--- src/logic/adc_pkg.sv ---
// converter frame geometry, byte type and serial bit counter sizing
package adc_pkg;

    // one conversion frame as read out of the converter
    localparam int FRAME_BYTES = 32;

    // width of one byte on the serial line
    localparam int BYTE_W = 8;

    // byte address inside the frame buffer
    localparam int BYTE_ADDR_W = 5;

    // bit position counter inside one byte on the serial line
    localparam int BIT_CNT_W = $clog2(BYTE_W);

    // the serial line runs MSB first, so the first bit lands in the top position
    typedef logic [BYTE_W-1:0] adc_byte_t;

    // byte address type of the buffer write side
    typedef logic [BYTE_ADDR_W-1:0] adc_addr_t;

    // frame position counter of the SPI reader
    typedef logic [BYTE_ADDR_W-1:0] byte_cnt_t;

    // bit position counter of the SPI reader
    typedef logic [BIT_CNT_W-1:0] bit_cnt_t;

endpackage

--- src/logic/host_pkg.sv ---
// host read port word geometry and word and address types
package host_pkg;

    // bytes packed into one host word with the first byte in the top position
    localparam int WORD_BYTES = 4;

    // host read word width
    localparam int WORD_W = 32;

    // word address width for a frame that is eight words deep
    localparam int WORD_ADDR_W = 3;

    // a word as returned on the read port
    typedef logic [WORD_W-1:0] host_word_t;

    // a word address as presented on the read port
    typedef logic [WORD_ADDR_W-1:0] host_addr_t;

endpackage

--- src/logic/conv_trigger.sv ---
// conversion trigger that merges the host trigger pulse with a periodic trigger timer
`timescale 1ns/1ps

module conv_trigger #(
    parameter int TRIGGER_PERIOD = 700
) (
    input  logic clk,
    input  logic resetn,
    input  logic trigger,
    input  logic periodic,
    output logic start
);

    localparam int CNT_W = $clog2(TRIGGER_PERIOD + 1);

    logic [CNT_W-1:0] period_cnt;
    logic             period_end;
    logic             trigger_q;
    logic             tick_q;

    assign period_end = (period_cnt == CNT_W'(TRIGGER_PERIOD - 1));

    // the count is held at zero while periodic is low, so each rise restarts the timer
    always_ff @(posedge clk) begin
        if (!resetn) begin
            period_cnt <= '0;
            tick_q     <= 1'b0;
            trigger_q  <= 1'b0;
        end else begin
            trigger_q <= trigger;
            tick_q    <= periodic && period_end;
            if (!periodic || period_end) begin
                period_cnt <= '0;
            end else begin
                period_cnt <= period_cnt + 1'b1;
            end
        end
    end

    // both sources are registered, so either one gives the same one-cycle pulse
    assign start = trigger_q | tick_q;

endmodule

--- src/logic/adc_spi_reader.sv ---
// SPI master that reads one converter frame MSB first and strobes each byte
`timescale 1ns/1ps

module adc_spi_reader #(
    parameter int SCLK_DIV = 2
) (
    input  logic               clk,
    input  logic               resetn,
    input  logic               start,
    output logic               cs_n,
    output logic               sclk,
    input  logic               sdi,
    output logic               frame_start,
    output logic               byte_valid,
    output adc_pkg::adc_byte_t byte_data
);

    localparam int DIV_W = (SCLK_DIV > 1) ? $clog2(SCLK_DIV) : 1;

    typedef enum logic [1:0] {
        ST_IDLE,
        ST_SHIFT,
        ST_STOP
    } state_t;

    state_t             state;
    logic [DIV_W-1:0]   div_cnt;
    adc_pkg::bit_cnt_t  bit_cnt;
    adc_pkg::byte_cnt_t byte_cnt;
    adc_pkg::adc_byte_t shift_q;
    logic               half_done;
    logic               sample_bit;
    logic               last_bit;
    logic               last_byte;

    assign half_done  = (div_cnt == DIV_W'(SCLK_DIV - 1));
    // sclk is about to rise, which is where the converter output is stable
    assign sample_bit = (state == ST_SHIFT) && half_done && !sclk;
    assign last_bit   = (bit_cnt == adc_pkg::bit_cnt_t'(adc_pkg::BYTE_W - 1));
    assign last_byte  = (byte_cnt == adc_pkg::byte_cnt_t'(adc_pkg::FRAME_BYTES - 1));

    always_ff @(posedge clk) begin
        if (!resetn) begin
            state       <= ST_IDLE;
            cs_n        <= 1'b1;
            sclk        <= 1'b1;
            div_cnt     <= '0;
            bit_cnt     <= '0;
            byte_cnt    <= '0;
            frame_start <= 1'b0;
            byte_valid  <= 1'b0;
        end else begin
            frame_start <= 1'b0;
            byte_valid  <= 1'b0;
            case (state)
                ST_IDLE: begin
                    // a start that arrives in any other state is dropped
                    if (start) begin
                        state       <= ST_SHIFT;
                        cs_n        <= 1'b0;
                        frame_start <= 1'b1;
                        div_cnt     <= '0;
                        bit_cnt     <= '0;
                        byte_cnt    <= '0;
                    end
                end
                ST_SHIFT: begin
                    if (half_done) begin
                        div_cnt <= '0;
                        sclk    <= ~sclk;
                    end else begin
                        div_cnt <= div_cnt + 1'b1;
                    end
                    if (sample_bit) begin
                        bit_cnt <= last_bit ? '0 : bit_cnt + 1'b1;
                        if (last_bit) begin
                            byte_valid <= 1'b1;
                            byte_cnt   <= byte_cnt + 1'b1;
                            if (last_byte) begin
                                state <= ST_STOP;
                            end
                        end
                    end
                end
                default: begin
                    // one cycle after the final byte strobe, chip select is released
                    state <= ST_IDLE;
                    cs_n  <= 1'b1;
                end
            endcase
        end
    end

    // the shift register is complete in the cycle that byte_valid is high
    always_ff @(posedge clk) begin
        if (sample_bit) begin
            shift_q <= {shift_q[adc_pkg::BYTE_W-2:0], sdi};
        end
    end

    assign byte_data = shift_q;

endmodule

--- src/logic/frame_buffer.sv ---
// byte-write, word-read frame memory with a frame-done pulse
`timescale 1ns/1ps

module frame_buffer (
    input  logic                clk,
    input  logic                resetn,
    input  logic                frame_start,
    input  logic                byte_valid,
    input  adc_pkg::adc_byte_t  byte_data,
    output logic                drdy,
    input  logic                rd_en,
    input  host_pkg::host_addr_t rd_addr,
    output host_pkg::host_word_t rdata
);

    adc_pkg::adc_byte_t   mem [adc_pkg::FRAME_BYTES];
    adc_pkg::adc_addr_t   wr_addr;
    logic                 last_addr;
    host_pkg::host_word_t rd_word;

    assign last_addr = (wr_addr == adc_pkg::adc_addr_t'(adc_pkg::FRAME_BYTES - 1));

    // write address restarts with every accepted frame and wraps at the frame end
    always_ff @(posedge clk) begin
        if (!resetn) begin
            wr_addr <= '0;
        end else if (frame_start) begin
            wr_addr <= '0;
        end else if (byte_valid) begin
            wr_addr <= last_addr ? '0 : wr_addr + 1'b1;
        end
    end

    always_ff @(posedge clk) begin
        if (byte_valid) begin
            mem[wr_addr] <= byte_data;
        end
    end

    // frame is complete once the last byte has been written
    always_ff @(posedge clk) begin
        if (!resetn) begin
            drdy <= 1'b0;
        end else begin
            drdy <= byte_valid && last_addr;
        end
    end

    // the lowest byte address of a word goes to the top of the word
    always_comb begin
        adc_pkg::adc_addr_t byte_addr;
        rd_word = '0;
        for (int i = 0; i < host_pkg::WORD_BYTES; i++) begin
            byte_addr = adc_pkg::adc_addr_t'(rd_addr * host_pkg::WORD_BYTES + i);
            rd_word[host_pkg::WORD_W - 1 - i * adc_pkg::BYTE_W -: adc_pkg::BYTE_W] =
                mem[byte_addr];
        end
    end

    // rdata holds its last word while rd_en is low
    always_ff @(posedge clk) begin
        if (!resetn) begin
            rdata <= '0;
        end else if (rd_en) begin
            rdata <= rd_word;
        end
    end

endmodule

--- src/logic/adc_capture_top.sv ---
// top level that connects the conversion trigger, SPI reader and frame buffer
`timescale 1ns/1ps

module adc_capture_top #(
    parameter int SCLK_DIV       = 2,
    parameter int TRIGGER_PERIOD = 700
) (
    input  logic                 clk,
    input  logic                 resetn,
    input  logic                 trigger,
    input  logic                 periodic,
    output logic                 cs_n,
    output logic                 sclk,
    input  logic                 sdi,
    output logic                 drdy,
    input  logic                 rd_en,
    input  host_pkg::host_addr_t rd_addr,
    output host_pkg::host_word_t rdata
);

    logic               start;
    logic               frame_start;
    logic               byte_valid;
    adc_pkg::adc_byte_t byte_data;

    // a host pulse or a timer tick gives one start pulse either way
    conv_trigger #(
        .TRIGGER_PERIOD(TRIGGER_PERIOD)
    ) conv_trigger_inst (
        .clk     (clk),
        .resetn  (resetn),
        .trigger (trigger),
        .periodic(periodic),
        .start   (start)
    );

    adc_spi_reader #(
        .SCLK_DIV(SCLK_DIV)
    ) adc_spi_reader_inst (
        .clk        (clk),
        .resetn     (resetn),
        .start      (start),
        .cs_n       (cs_n),
        .sclk       (sclk),
        .sdi        (sdi),
        .frame_start(frame_start),
        .byte_valid (byte_valid),
        .byte_data  (byte_data)
    );

    // the buffer takes every byte as it comes since there is no back-pressure
    frame_buffer frame_buffer_inst (
        .clk        (clk),
        .resetn     (resetn),
        .frame_start(frame_start),
        .byte_valid (byte_valid),
        .byte_data  (byte_data),
        .drdy       (drdy),
        .rd_en      (rd_en),
        .rd_addr    (rd_addr),
        .rdata      (rdata)
    );

endmodule

--- config.mk ---
export PLATFORM = sky130hd
export DESIGN_NAME = adc_capture_top
export DESIGN_NICKNAME = d
export VERILOG_FILES = /design/src/logic/adc_pkg.sv /design/src/logic/host_pkg.sv /design/src/logic/conv_trigger.sv /design/src/logic/adc_spi_reader.sv /design/src/logic/frame_buffer.sv /design/src/logic/adc_capture_top.sv
export SDC_FILE = /design/constraint.sdc
export NUM_CORES = 1
export LEC_CHECK = 0
export BUFFER_PORTS_ARGS = -buffer_cell sky130_fd_sc_hd__buf_2
export CORE_MARGIN = 3
export CORE_UTILIZATION = 35
export CTS_BUF_LIST = sky130_fd_sc_hd__clkbuf_4 sky130_fd_sc_hd__clkbuf_8 sky130_fd_sc_hd__clkbuf_16
export CTS_CLUSTER_SIZE = 20
export DETAILED_ROUTE_END_ITERATION = 16
export SYNTH_ARGS = -nofsm -noshare
export SYNTH_HDL_FRONTEND = slang
export SYNTH_SLANG_ARGS = --single-unit
--- constraint.sdc ---
create_clock -name clk -period 2 [get_ports clk]
set_input_delay 0.2 -clock clk [delete_from_list [all_inputs] [get_ports clk]]
set_output_delay 0.2 -clock clk [all_outputs]
set_load 0.02 [all_outputs]
==> key figures, run 1 <==
Detailed routing
  – Total wire length: 25120 µm
  – Antenna Violating Nets Remaining: 0
  – Routed len/inst: 19.85 µm
  – Vias per cell: 4.961
  – First drt pass iteration count: 4
  – Total number of vias: 6276
  – 1st-iter DRT viols: about 410
  – DRC violations left: 0

Setup path
  – Critical path capture point type: flop
  – Worst Path Class, Setup: reg -> reg
  – Reg2Reg Depth: 3
  – Reg2reg start: frame_buffer_inst.wr_addr[0]$_SDFFE_PP0P_
  – WP data arrival: 1.86 ns
  – CP max-delay cell: and3b_1
  – Cell family with most CP delay: simple AND/OR/NAND/NOR gates
  – CP max FO: 8
  – CP Cell Sequence: ha_1, and3_1, and3b_1
  – Critical path data required time: 2.17 ns
  – Crit start category: flop
  – CP max stage delay: 0.45 ns
  – Reg-to-Reg End: frame_buffer_inst.mem[15][4]$_DFFE_PP_
  – Number of buffers and inverters on the critical path: 0
  – Flop2flop setup slack: 0.31 ns

Floorplan
  – Die area: 0.03754 mm²
  – Core ar.: 0.03463 mm²
  – Die Width: 193.7 µm
  – Die Height: 193.7 µm
  – Core Rows: 68
  – Starting Density: a little over a third
  – I/O pin count: 44

GRT
  – Total track usage: 13.45%
  – Vias in the first global route: 6635
  – Initial antenna violation count: 0
  – First-pass GRT wire length: 39630 µm
  – Total gr overflow: 0
  – Largest net degree at the start of global routing: 34

STA
  – Fmax: 592.2 MHz
  – Tmin final: 1.689 ns
  – Worst setup margin: 0.3112 ns
  – Fin Clk Skew: between 0.015 and 0.02 ns
  – Hold slack: 0.1557 ns
  – Slew @ Worst Pin: 1.144 ns
  – Setup TNS: 0 ns
  – Setup violators final: 0
  – RSZ-0062 raised after global routing: no
  – Max_slew headroom: 23.77%
  – Final Hold Fails: 0
  – Final Max Slew Viols: 0
  – Fin crit share: 84.44%

Clock network
  – CTS Hold Bufs: 3
  – CTS tree: done
  – Clock Tree Buf Depth: 3
  – Register clock-pin slew on the reported worst setup and hold paths: 0.06 ns
  – Clock Latency Late Sink: 0.52 ns
  – PostCTS Resize Cnt: 0
  – CTS sink cnt: between 300 and 400
  – Post-CTS Setup Bufs: 0
  – CTS Buf Count: 35
  – CTS Root Cell: clkbuf_16
  – CTS HTree Levels: 2

Synthesis
  – Seq/Total Area, Yosys: 74.81%
  – EDFF count, synth: 264
  – Syn Area/Cell: between 15 and 20 µm²
  – Dominant synthesized flop cell: edfxtp_1
  – Yosys reg bits: 329
  – Synth Net Count: 706
  – Cell area after synthesis: about 0.012 mm²
  – Async set or reset register ratio after synthesis: 0%
  – Yosys cell types: 42
  – Cells after synthesis: 687
  – YS warnings: 0

Finish
  – Layout cells sized above 1: 26.91%
  – Most frequent cells in the layout: 264 x edfxtp_1, 72 x nor2_1, 65 x dfxtp_1
  – # fillers: 3067
  – Commonest non-fill, non-tap cell in the layout: edfxtp_1
  – Final Util: about two fifths
  – Area Growth Syn to Fin: 17.59%
  – Antenna fix cells: 0
  – Total Nets Final: 804

Hold path
  – Hold crit path type: in -> reg
  – WHS Endpoint: adc_spi_reader_inst.sclk$_SDFFE_PN1P_
  – Hold path startpoint: resetn
  – Hold path depth: 2

Job
  – Max-Cap Viols: 0

Placed design
  – RePlAce Congestion: about 0.77
  – Post-DP HPWL: 14690 µm
  – I/O Buffers: 43
  – Pre-CTS setup slack: 0.2999 ns

Power and ir drop
  – Final Power: 14.14 mW
  – Power Dens Cells: 974.8 mW/mm²
  – Pleak: 4.857 nW
  – Max VDD drop: 0.4624 mV

Outcome
  – Outcome: finished, final reports clean
-- registers in the layout, summed over array words and instances, names as in the netlist --
| name | count |
|---|---|
| adc_spi_reader_inst.bit_cnt | 3 |
| adc_spi_reader_inst.byte_cnt | 5 |
| adc_spi_reader_inst.byte_data | 8 |
| adc_spi_reader_inst.byte_valid | 1 |
| adc_spi_reader_inst.cs_n | 1 |
| adc_spi_reader_inst.div_cnt | 1 |
| adc_spi_reader_inst.frame_start | 1 |
| adc_spi_reader_inst.sclk | 1 |
| adc_spi_reader_inst.state | 2 |
| conv_trigger_inst.period_cnt | 10 |
| conv_trigger_inst.tick_q | 1 |
| conv_trigger_inst.trigger_q | 1 |
| frame_buffer_inst.drdy | 1 |
| frame_buffer_inst.mem | 256 |
| frame_buffer_inst.rdata | 32 |
| frame_buffer_inst.wr_addr | 5 |
-- report_power, final --
group	internal [mW]	total, mW	leakage (nW)	switching (mW)
clock network	3.58	6.20	0.557	2.62
logic	0.243	0.556	1.39	0.313
registers	7.35	7.39	2.91	0.0364
total	11.2	14.1	4.86	2.97
-- cells by family after synthesis --
family	Yosys count	share of synthesized area, %
DFF	329	74.81
and+or+nand+nor	153	5.842
AOI/OAI and AO/OA	79	3.895
muxes	70	12.17
buffers and inverters	37	1.633
adders and majority gates	10	1.014
xor gates and xnor gates	9	0.6390
-- Yosys cell counts (2+ instances only) --
cell      number  share of area (%)
clkbuf_1      17               0.52
ha_1          10                1.0
o221a_1        2               0.18
xor2_1         3               0.21
nor2b_1        2               0.10
buf_2          7               0.28
dfxtp_1       65                 11
nor3_1        16               0.65
o21ai_0       37                1.5
mux2i_1        6               0.49
xnor2_1        6               0.43
edfxtp_1     264                 64
and3_1         7               0.35
o22ai_1       32                1.6
nand3b_1       3               0.18
nand3_1       12               0.49
nand2_1       18               0.55
buf_6          7               0.64
mux4_2        64                 12
and2_1         2               0.10
nor2_1        72                2.2
nand4_1        3               0.15
a21boi_0       2               0.12
nand2b_1       9               0.46
inv_1          4               0.12
-- layout make-up --
cell class	count	area, µm²	share of cell area (%)
Inverter	4	15.01	0.1035
Timing Repair Buffer	94	683.2	4.709
Clock inverter	15	137.6	0.9488
Tap cell	455	569.3	3.924
Sequential cell	329	9229	63.62
Clock buffer	47	965.9	6.659
Multi-Input combinational cell	321	2907	20.04
-- worst register-to-register path, cell delays in order (launching register included) --
cell and delay [ns]:
dfxtp_1 0.43, ha_1 0.24, and3_1 0.21, and3b_1 0.45
-- metal layers --
layer | GRT usage (%) | up-vias | part of all wire [%]
met5 | 0 | - | 0
met3 | 2.467 | 39 | 5.4
met1 | 19.17 | 3183 | 46
li1 | - | 2923 | -
met2 | 21.30 | 131 | 47
met4 | 3.965 | 0 | 1.9
-- per-stage QoR --
stage                     std cells  cell area (µm²)
after floorplan                 687            12340
after global placement         1200            13370
after detailed placement       1200            13370
after CTS                      1265            14510
after global routing           1265            14510
final                          1265            14510
-- how the worst max path moves through the flow --
| stage | start | end | slack [ns] | cells past startpoint |
|---|---|---|---|---|
| global route | frame_buffer_inst.wr_addr[0]$_SDFFE_PP0P_ | frame_buffer_inst.mem[15][5]$_DFFE_PP_ | 0.21 | 3 |
| finish | frame_buffer_inst.wr_addr[0]$_SDFFE_PP0P_ | frame_buffer_inst.mem[15][4]$_DFFE_PP_ | 0.31 | 3 |
| CTS | frame_buffer_inst.wr_addr[0]$_SDFFE_PP0P_ | frame_buffer_inst.mem[15][5]$_DFFE_PP_ | 0.30 | 3 |
| global placement | rd_addr[1] | frame_buffer_inst.rdata[3]$_SDFFE_PN0P_ | 0.30 | 5 |
| floorplan | frame_buffer_inst.wr_addr[0]$_SDFFE_PP0P_ | frame_buffer_inst.mem[3][0]$_DFFE_PP_ | 0.09 | 3 |
| detailed placement | rd_addr[1] | frame_buffer_inst.rdata[3]$_SDFFE_PN0P_ | 0.30 | 5 |
Power figures use the tool's default switching activity.
==> inputs of run 2 (changes only) <==
- ABC_AREA: not set -> 1
- clock period: 2 -> 1.6 ns (I/O delays scaled with it)
==> key figures, run 2 <==
Outcome
  – Outcome: finished, final reports clean

Setup path
  – CP max FO: 8 (unchanged)
  – Critical path capture point type: flop
  – Critical path data required time: 1.82 ns (-0.35 ns)
  – Reg2Reg Depth: 4 (+1)
  – Reg2reg start: frame_buffer_inst.wr_addr[2]$_SDFFE_PP0P_
  – CP max stage delay: 0.37 ns (-0.08 ns)
  – Flop2flop setup slack: 0.11 ns (-0.20 ns)
  – CP Cell Sequence: inv_1, nand3_1, nor2_1, buf_4
  – CP max-delay cell: dfxtp_1
  – Reg-to-Reg End: frame_buffer_inst.mem[11][2]$_DFFE_PP_
  – Worst Path Class, Setup: reg -> reg
  – WP data arrival: 1.71 ns (-0.15 ns)
  – Crit start category: flop

Synthesis
  – Post-Synth Simple-Gate Area: 19.51% (+14 points)
  – Synth Area in XOR/XNOR: 0.1891% (-0.45 points)
  – Yosys reg bits: 329 (unchanged)
  – Dominant synthesized flop cell: edfxtp_1
  – Count leader, synth: nand2_1
  – Synth Net Count: 1433 (+100%)
  – Yosys top cell area share: 57.05% (-7.2 points)
  – Seq/Total Area, Yosys: 66.41% (-8.4 points)
  – EDFF count, synth: 264 (unchanged)
  – Syn Area/Cell: 9.828 µm² (-45%)
  – Async set or reset register ratio after synthesis: 0% (unchanged)
  – Complex-gate fraction of the synthesized area: 3.124% (-0.77 points)
  – Cells after synthesis: 1414 (+110%)
  – Yosys cell types: 27 (-36%)
  – Post-synth top cells: 333 x nand2_1, 286 x inv_1, 264 x edfxtp_1
  – Synth Area in Adders: 0.9003% (-0.11 points)
  – Synth area leader: edfxtp_1
  – Top cells by area, synth: edfxtp_1 57%, dfxtp_1 9.4%, nand2_1 9.0%
  – Mux cell area share after synthesis: 0% (-12 points)
  – YS warnings: 0 (unchanged)
  – Combinational family with the most area after synthesis: simple AND/OR/NAND/NOR gates
  – Cell area after synthesis: 0.01390 mm² (+13%)

STA
  – Setup TNS: 0 ns (unchanged)
  – Fin Clk Skew: 0.01354 ns (-0.004793 ns)
  – Tmin final: 1.485 ns (-0.2033 ns)
  – Slew @ Worst Pin: 0.4942 ns (-0.6493 ns)
  – RSZ-0062 raised after global routing: no
  – Fin crit share: 92.84% (+8.4 points)
  – Max_slew headroom: 67.05% (+43 points)
  – Hold slack: 0.05500 ns (-0.1007 ns)
  – Final Max Slew Viols: 0 (unchanged)
  – Worst setup margin: 0.1145 ns (-0.1967 ns)
  – Setup violators final: 0 (unchanged)
  – Fmax: 673.2 MHz (+14%)
  – Final Hold Fails: 0 (unchanged)

Floorplan
  – Core Rows: 72 (+5.9%)
  – Die Height: 205.3 µm (+5.9%)
  – Die Width: 205.3 µm (+5.9%)
  – Core ar.: 0.03892 mm² (+12%)
  – Die area: 0.04213 mm² (+12%)
  – Starting Density: 35.71% (+0.083 points)
  – I/O pin count: 44 (unchanged)

Clock network
  – Register clock-pin slew on the reported worst setup and hold paths: 0.05 ns (about the same)
  – CTS Buf Count: 36 (+2.9%)
  – Clock Tree Buf Depth: 3 (unchanged)
  – CTS HTree Levels: 2 (unchanged)
  – Post-CTS Setup Bufs: 0 (unchanged)
  – Clock Latency Late Sink: 0.51 ns (about the same)
  – CTS sink cnt: 329 (unchanged)
  – CTS tree: done
  – CTS Root Cell: clkbuf_16

Finish
  – Register bank with the most flops: frame_buffer_inst.mem
  – Area Growth Syn to Fin: 17.07%
  – Most frequent cells in the layout: 329 x nand2_1, 286 x inv_1, 264 x edfxtp_1
  – Regs by FF count: frame_buffer_inst.mem: 256 flops, frame_buffer_inst.rdata: 32 flops, conv_trigger_inst.period_cnt: 10 flops
  – Max reg flops: 256 (unchanged)
  – Layout cells sized above 1: 11.62% (-15 points)
  – Total Nets Final: 1516 (+89%)
  – Commonest non-fill, non-tap cell in the layout: nand2_1
  – # fillers: 3710 (+21%)
  – Antenna fix cells: 0 (unchanged)
  – Fin cells: 2041 (+61%)

Detailed routing
  – First drt pass iteration count: 4 (unchanged)
  – Vias per cell: 4.532 (-8.7%)
  – DRC violations left: 0 (unchanged)
  – Total wire length: 31200 µm (+24%)
  – 1st-iter DRT viols: 750 (+84%)
  – Routed len/inst: 15.28 µm (-23%)
  – Antenna Violating Nets Remaining: 0 (unchanged)
  – Total number of vias: 9250 (+47%)

Hold path
  – Hold crit path type: in -> reg
  – WHS Endpoint: conv_trigger_inst.period_cnt[8]$_SDFF_PP0_
  – Hold path startpoint: resetn
  – Hold path depth: 5 (+3)

Placed design
  – Post-DP HPWL: 18750 µm (+28%)
  – I/O Buffers: 43 (unchanged)
  – RePlAce Congestion: 0.7906 (+2.4%)
  – Pre-CTS setup slack: 0.02855 ns (-0.2714 ns)
  – Placed insts: 1972 (+64%)

Power and ir drop
  – Max VDD drop: 0.7246 mV (+57%)
  – Pleak: 7.029 nW (+45%)
  – Power Dens Cells: 1107 mW/mm² (+14%)

GRT
  – Total track usage: 14.94% (+1.5 points)
  – First-pass GRT wire length: 48950 µm (+24%)
  – Largest net degree at the start of global routing: 65 (+91%)
  – Initial antenna violation count: 0 (unchanged)
  – Total gr overflow: 0 (unchanged)
  – Vias in the first global route: 8874 (+34%)

Job
  – Max-Cap Viols: 0 (unchanged)
run 2: changes by cell type after synthesis, moves of 41 or more:
cell / previous run / this run
nand2_1: 18 / 333
mux4_2: 64 / 0
a21oi_1: 1 / 42
inv_1: 4 / 286
nand3_1: 12 / 215
run 2: routing by layer:
metal	routed length, µm	track usage [%]	up-vias
met4	713	4.589	0
met3	1542	2.452	50
li1	-	-	4700
met1	14640	20.80	4306
met5	0	0	-
met2	14300	24.07	194
run 2: worst max-delay path by stage:
stage	startpoint	endpoint	slack (ns)	cells past startpoint
3_3_place_gp	frame_buffer_inst.wr_addr[0]$_SDFFE_PP0P_	frame_buffer_inst.mem[26][3]$_DFFE_PP_	0.08	5
4_1_cts	frame_buffer_inst.wr_addr[0]$_SDFFE_PP0P_	frame_buffer_inst.mem[22][4]$_DFFE_PP_	0.02	5
3_5_place_dp	frame_buffer_inst.wr_addr[0]$_SDFFE_PP0P_	frame_buffer_inst.mem[22][5]$_DFFE_PP_	0.03	5
5_1_grt	conv_trigger_inst.period_cnt[1]$_SDFF_PP0_	conv_trigger_inst.period_cnt[5]$_SDFF_PP0_	0.003	6
2_1_floorplan	frame_buffer_inst.wr_addr[0]$_SDFFE_PP0P_	frame_buffer_inst.mem[11][0]$_DFFE_PP_	0.10	3
6_report	frame_buffer_inst.wr_addr[2]$_SDFFE_PP0P_	frame_buffer_inst.mem[11][2]$_DFFE_PP_	0.11	4
run 2: critical path, delay by kind of cell (launching register included):
| family | cells | cell delay (ns) |
|---|---|---|
| buffers and inverters | 2 | 0.36 |
| DFF | 1 | 0.37 |
| and+or+nand+nor | 2 | 0.47 |
run 2: logic make-up (layout without fill, tap and decap cells):
logic type	count (synthesis)	in the layout
XOR/XNOR	3	3
adder cells (fa/ha/maj)	10	10
AND/OR/NAND/NOR	636	636
buffers and inverters	352	461
flip-flops	329	329
AO/OA/AOI/OAI	84	84
run 2: repair_timing:
action,in CTS,in global routing
resized for setup,0,5
setup endpoints to repair,0,142
hold endpoints to repair,3,0
hold buffers,5,0
run 2: power breakdown:
part | switching [mW] | leakage (nW) | total (mW) | internal [mW]
clock network | 3.21 | 0.558 | 7.84 | 4.62
logic | 0.628 | 3.56 | 0.926 | 0.298
registers | 0.0482 | 2.91 | 9.25 | 9.20
run 2: cell type report:
class	count	area, µm²	area share, %
clock buffer	46	1012	6.222
clock inverter	18	113.9	0.6998
inverter	289	1086	6.675
multi-input combinational	733	3312	20.36
sequential	329	9229	56.73
tap	518	648.1	3.984
timing repair buffer	108	868.3	5.337
run 2: metrics by stage:
| step | power (mW) | area, µm² | utilization [%] |
|---|---|---|---|
| 2_1_floorplan | 10.05 | 13900 | - |
| 3_3_place_gp | 10.34 | 15080 | 38.74 |
| 4_1_cts | 18.23 | 16250 | 41.77 |
| 6_report | 18.01 | 16270 | 41.80 |
| 5_1_grt | 18.68 | 16270 | 41.80 |
| 3_5_place_dp | 10.35 | 15080 | 38.74 |
==> inputs of run 3 (changes only) <==
- clock period: 1.6 -> 1.2 ns (I/O delays scaled with it)
==> key figures, run 3 (synthesis gave the netlist of run 2 again) <==
Detailed routing
  – Wire length on met2: 16280 µm (+14%)
  – Total number of vias: 9712 (+5.0%)
  – M1 WL: 15200 µm (+3.8%)
  – DRC violations left: 0 (unchanged)
  – Total wire length: 33930 µm (+8.7%)
  – WL met3: 1575 µm (+2.1%)
  – First drt pass iteration count: 4 (unchanged)
  – 1st-iter DRT viols: 701 (-6.5%)
  – Vias per cell: 4.663 (+2.9%)
  – Antenna Violating Nets Remaining: 0 (unchanged)
  – Routed len/inst: 16.29 µm (+6.6%)
  – Highest routed layer: met4

Finish
  – Area Growth Syn to Fin: 27.73%
  – Area of the multi-input gates: 0.004056 mm² (+22%)
  – Total Nets Final: 1555 (+2.6%)
  – Max reg flops: 256 (unchanged)
  – Register bank with the most flops: frame_buffer_inst.mem
  – Commonest non-fill, non-tap cell in the layout: nand2_1
  – # fillers: 3602 (-2.9%)
  – Layout cells sized above 1: 21.47% (+9.8 points)
  – Fin cells: 2083 (+2.1%)
  – Antenna fix cells: 0 (unchanged)
  – Regs by FF count: frame_buffer_inst.mem: 256 flops, frame_buffer_inst.rdata: 32 flops, conv_trigger_inst.period_cnt: 10 flops
  – Most frequent cells in the layout: 322 x nand2_1, 273 x inv_1, 264 x edfxtp_1
  – Design area: 0.01775 mm² (+9.1%)
  – FF+latch area: 0.009261 mm² (+0.35%)

Power and ir drop
  – Pleak: 7.394 nW (+5.2%)
  – Final Power: 25.64 mW (+42%)
  – Max VDD drop: 0.8324 mV (+15%)
  – Power Dens Cells: 1444 mW/mm² (+30%)

STA
  – Final Hold Fails: 0 (unchanged)
  – Fmax: 729.4 MHz (+8.4%)
  – Setup violators final: 265 (+265)
  – Max_slew headroom: 72.80% (+5.8 points)
  – Final Max Slew Viols: 0 (unchanged)
  – RSZ-0062 raised after global routing: yes
  – Fin Clk Skew: 0.02379 ns (+0.01026 ns)
  – Slew @ Worst Pin: 0.4065 ns (-0.08778 ns)
  – Worst setup margin: -0.1710 ns (-0.2855 ns)
  – Tmin final: 1.371 ns (-0.1145 ns)
  – Fin crit share: 114.2% (+21 points)

Clock network
  – Register clock-pin slew on the reported worst setup and hold paths: 0.06 ns (about the same)
  – Clock Tree Buf Depth: 3 (unchanged)
  – Clock Latency Late Sink: 0.53 ns (+0.02 ns)
  – CTS sink cnt: 329 (unchanged)
  – CTS Root Cell: clkbuf_16
  – CTS Buf Count: 37 (+2.8%)
  – CTS HTree Levels: 2 (unchanged)
  – CTS tree: done

Hold path
  – Hold crit path type: in -> reg

Setup path
  – CP max stage delay: 0.33 ns (-0.04 ns)
  – Number of buffers and inverters on the critical path: 1 (-1)
  – Cell family with most CP delay: simple AND/OR/NAND/NOR gates
  – Most used cell along the critical path: nor2_4
  – CP Cell Sequence: buf_12, nor2_4, nand2_4, nor2_4
  – WP data arrival: 1.56 ns (-0.15 ns)
  – Critical path data required time: 1.39 ns (-0.43 ns)
  – Crit start category: flop
  – Worst Path Class, Setup: reg -> reg
  – Flop2flop setup slack: -0.17 ns (-0.29 ns)
  – CP max FO: 8 (unchanged)
  – Critical path capture point type: flop
  – CP max-delay cell: dfxtp_2

Floorplan
  – Starting Density: 35.71% (unchanged)
  – Die area: 0.04213 mm² (unchanged)
  – Core Rows: 72 (unchanged)
  – I/O pin count: 44 (unchanged)
  – Die Width: 205.3 µm (unchanged)
  – Core ar.: 0.03892 mm² (unchanged)
  – Die Height: 205.3 µm (unchanged)

Placed design
  – Placed insts: 1993 (+1.1%)
  – RePlAce Congestion: 0.8154 (+3.1%)
  – Placed instance area: 0.01593 mm² (+5.7%)
  – Post-DP HPWL: 20600 µm (+9.8%)
  – I/O Buffers: 43 (unchanged)
  – Pre-CTS setup slack: -0.3549 ns (-0.3835 ns)

GRT
  – Largest net degree at the start of global routing: 65 (unchanged)
  – Initial antenna violation count: 0 (unchanged)
  – Total track usage: 16.14% (+1.2 points)
  – Vias in the first global route: 9571 (+7.9%)
  – Total gr overflow: 0 (unchanged)
  – First-pass GRT wire length: 52760 µm (+7.8%)

Outcome
  – Outcome: finished with violations
  – Failing checks: negative setup slack

Job
  – Max-Cap Viols: 0 (unchanged)
-- run 3: cell count changes in the layout (fill, tap and decap cells not counted), sizes merged --
cell,change
clkbuf,-2
clkinv,+2
inv,-1
bufinv,+5
buf,+36
nand2,+2
-- run 3: area by class of cell --
type | instances | share of cell area (%)
clock buffers | 44 | 5.646
clock inverters | 24 | 1.671
inverters | 289 | 6.351
multi-input cells | 735 | 22.85
flip-flops and latches | 329 | 52.17
well taps | 518 | 3.651
repair buffers | 144 | 7.655
-- run 3: layer usage --
layer / GRT usage, % / vias to the layer above
li1: - / 4804
met1: 21.99 / 4601
met2: 27.00 / 242
met3: 2.310 / 65
met4: 4.589 / 0
met5: 0 / -
-- run 3: final timing paths --
kind | from | to | cells past startpoint
min reg2reg | adc_spi_reader_inst.cs_n$_SDFFE_PN1P_ | adc_spi_reader_inst.cs_n$_SDFFE_PN1P_ | 2
max reg2reg | frame_buffer_inst.wr_addr[3]$_SDFFE_PP0P_ | frame_buffer_inst.mem[1][0]$_DFFE_PP_ | 4
min | resetn | adc_spi_reader_inst.cs_n$_SDFFE_PN1P_ | 3
max | frame_buffer_inst.wr_addr[3]$_SDFFE_PP0P_ | frame_buffer_inst.mem[1][0]$_DFFE_PP_ | 4
-- run 3: where the power goes --
part           internal, mW  switching, mW
registers              12.3         0.0629
clock network          7.31           4.56
logic                 0.529          0.907
total                  20.1           5.53
-- run 3: per-stage QoR --
step / TNS [ns] / hold WS [ns] / utilization [%]
floorplan: -5.639 / 0.2176 / -
global placement: -71.92 / 0.3023 / 40.94
detailed placement: -85.32 / 0.2982 / 40.94
CTS: -31.32 / 0.04555 / 44.99
global route: -42.58 / 0.05868 / 45.61
finish: -29.55 / 0.04569 / 45.61
-- run 3: repair_timing --
item,in CTS,in global routing
hold endpoints to repair,3,0
setup buffers,9,6
pin swaps,43,21
setup endpoints to repair,286,292
hold buffers,5,0
cloned,2,0
resized for setup,37,56
-- run 3: worst register-to-register path: stages, from the launching register on --
cell     delay [ns]
dfxtp_2        0.33
buf_12         0.14
nor2_4         0.15
nand2_4        0.16
nor2_4         0.26
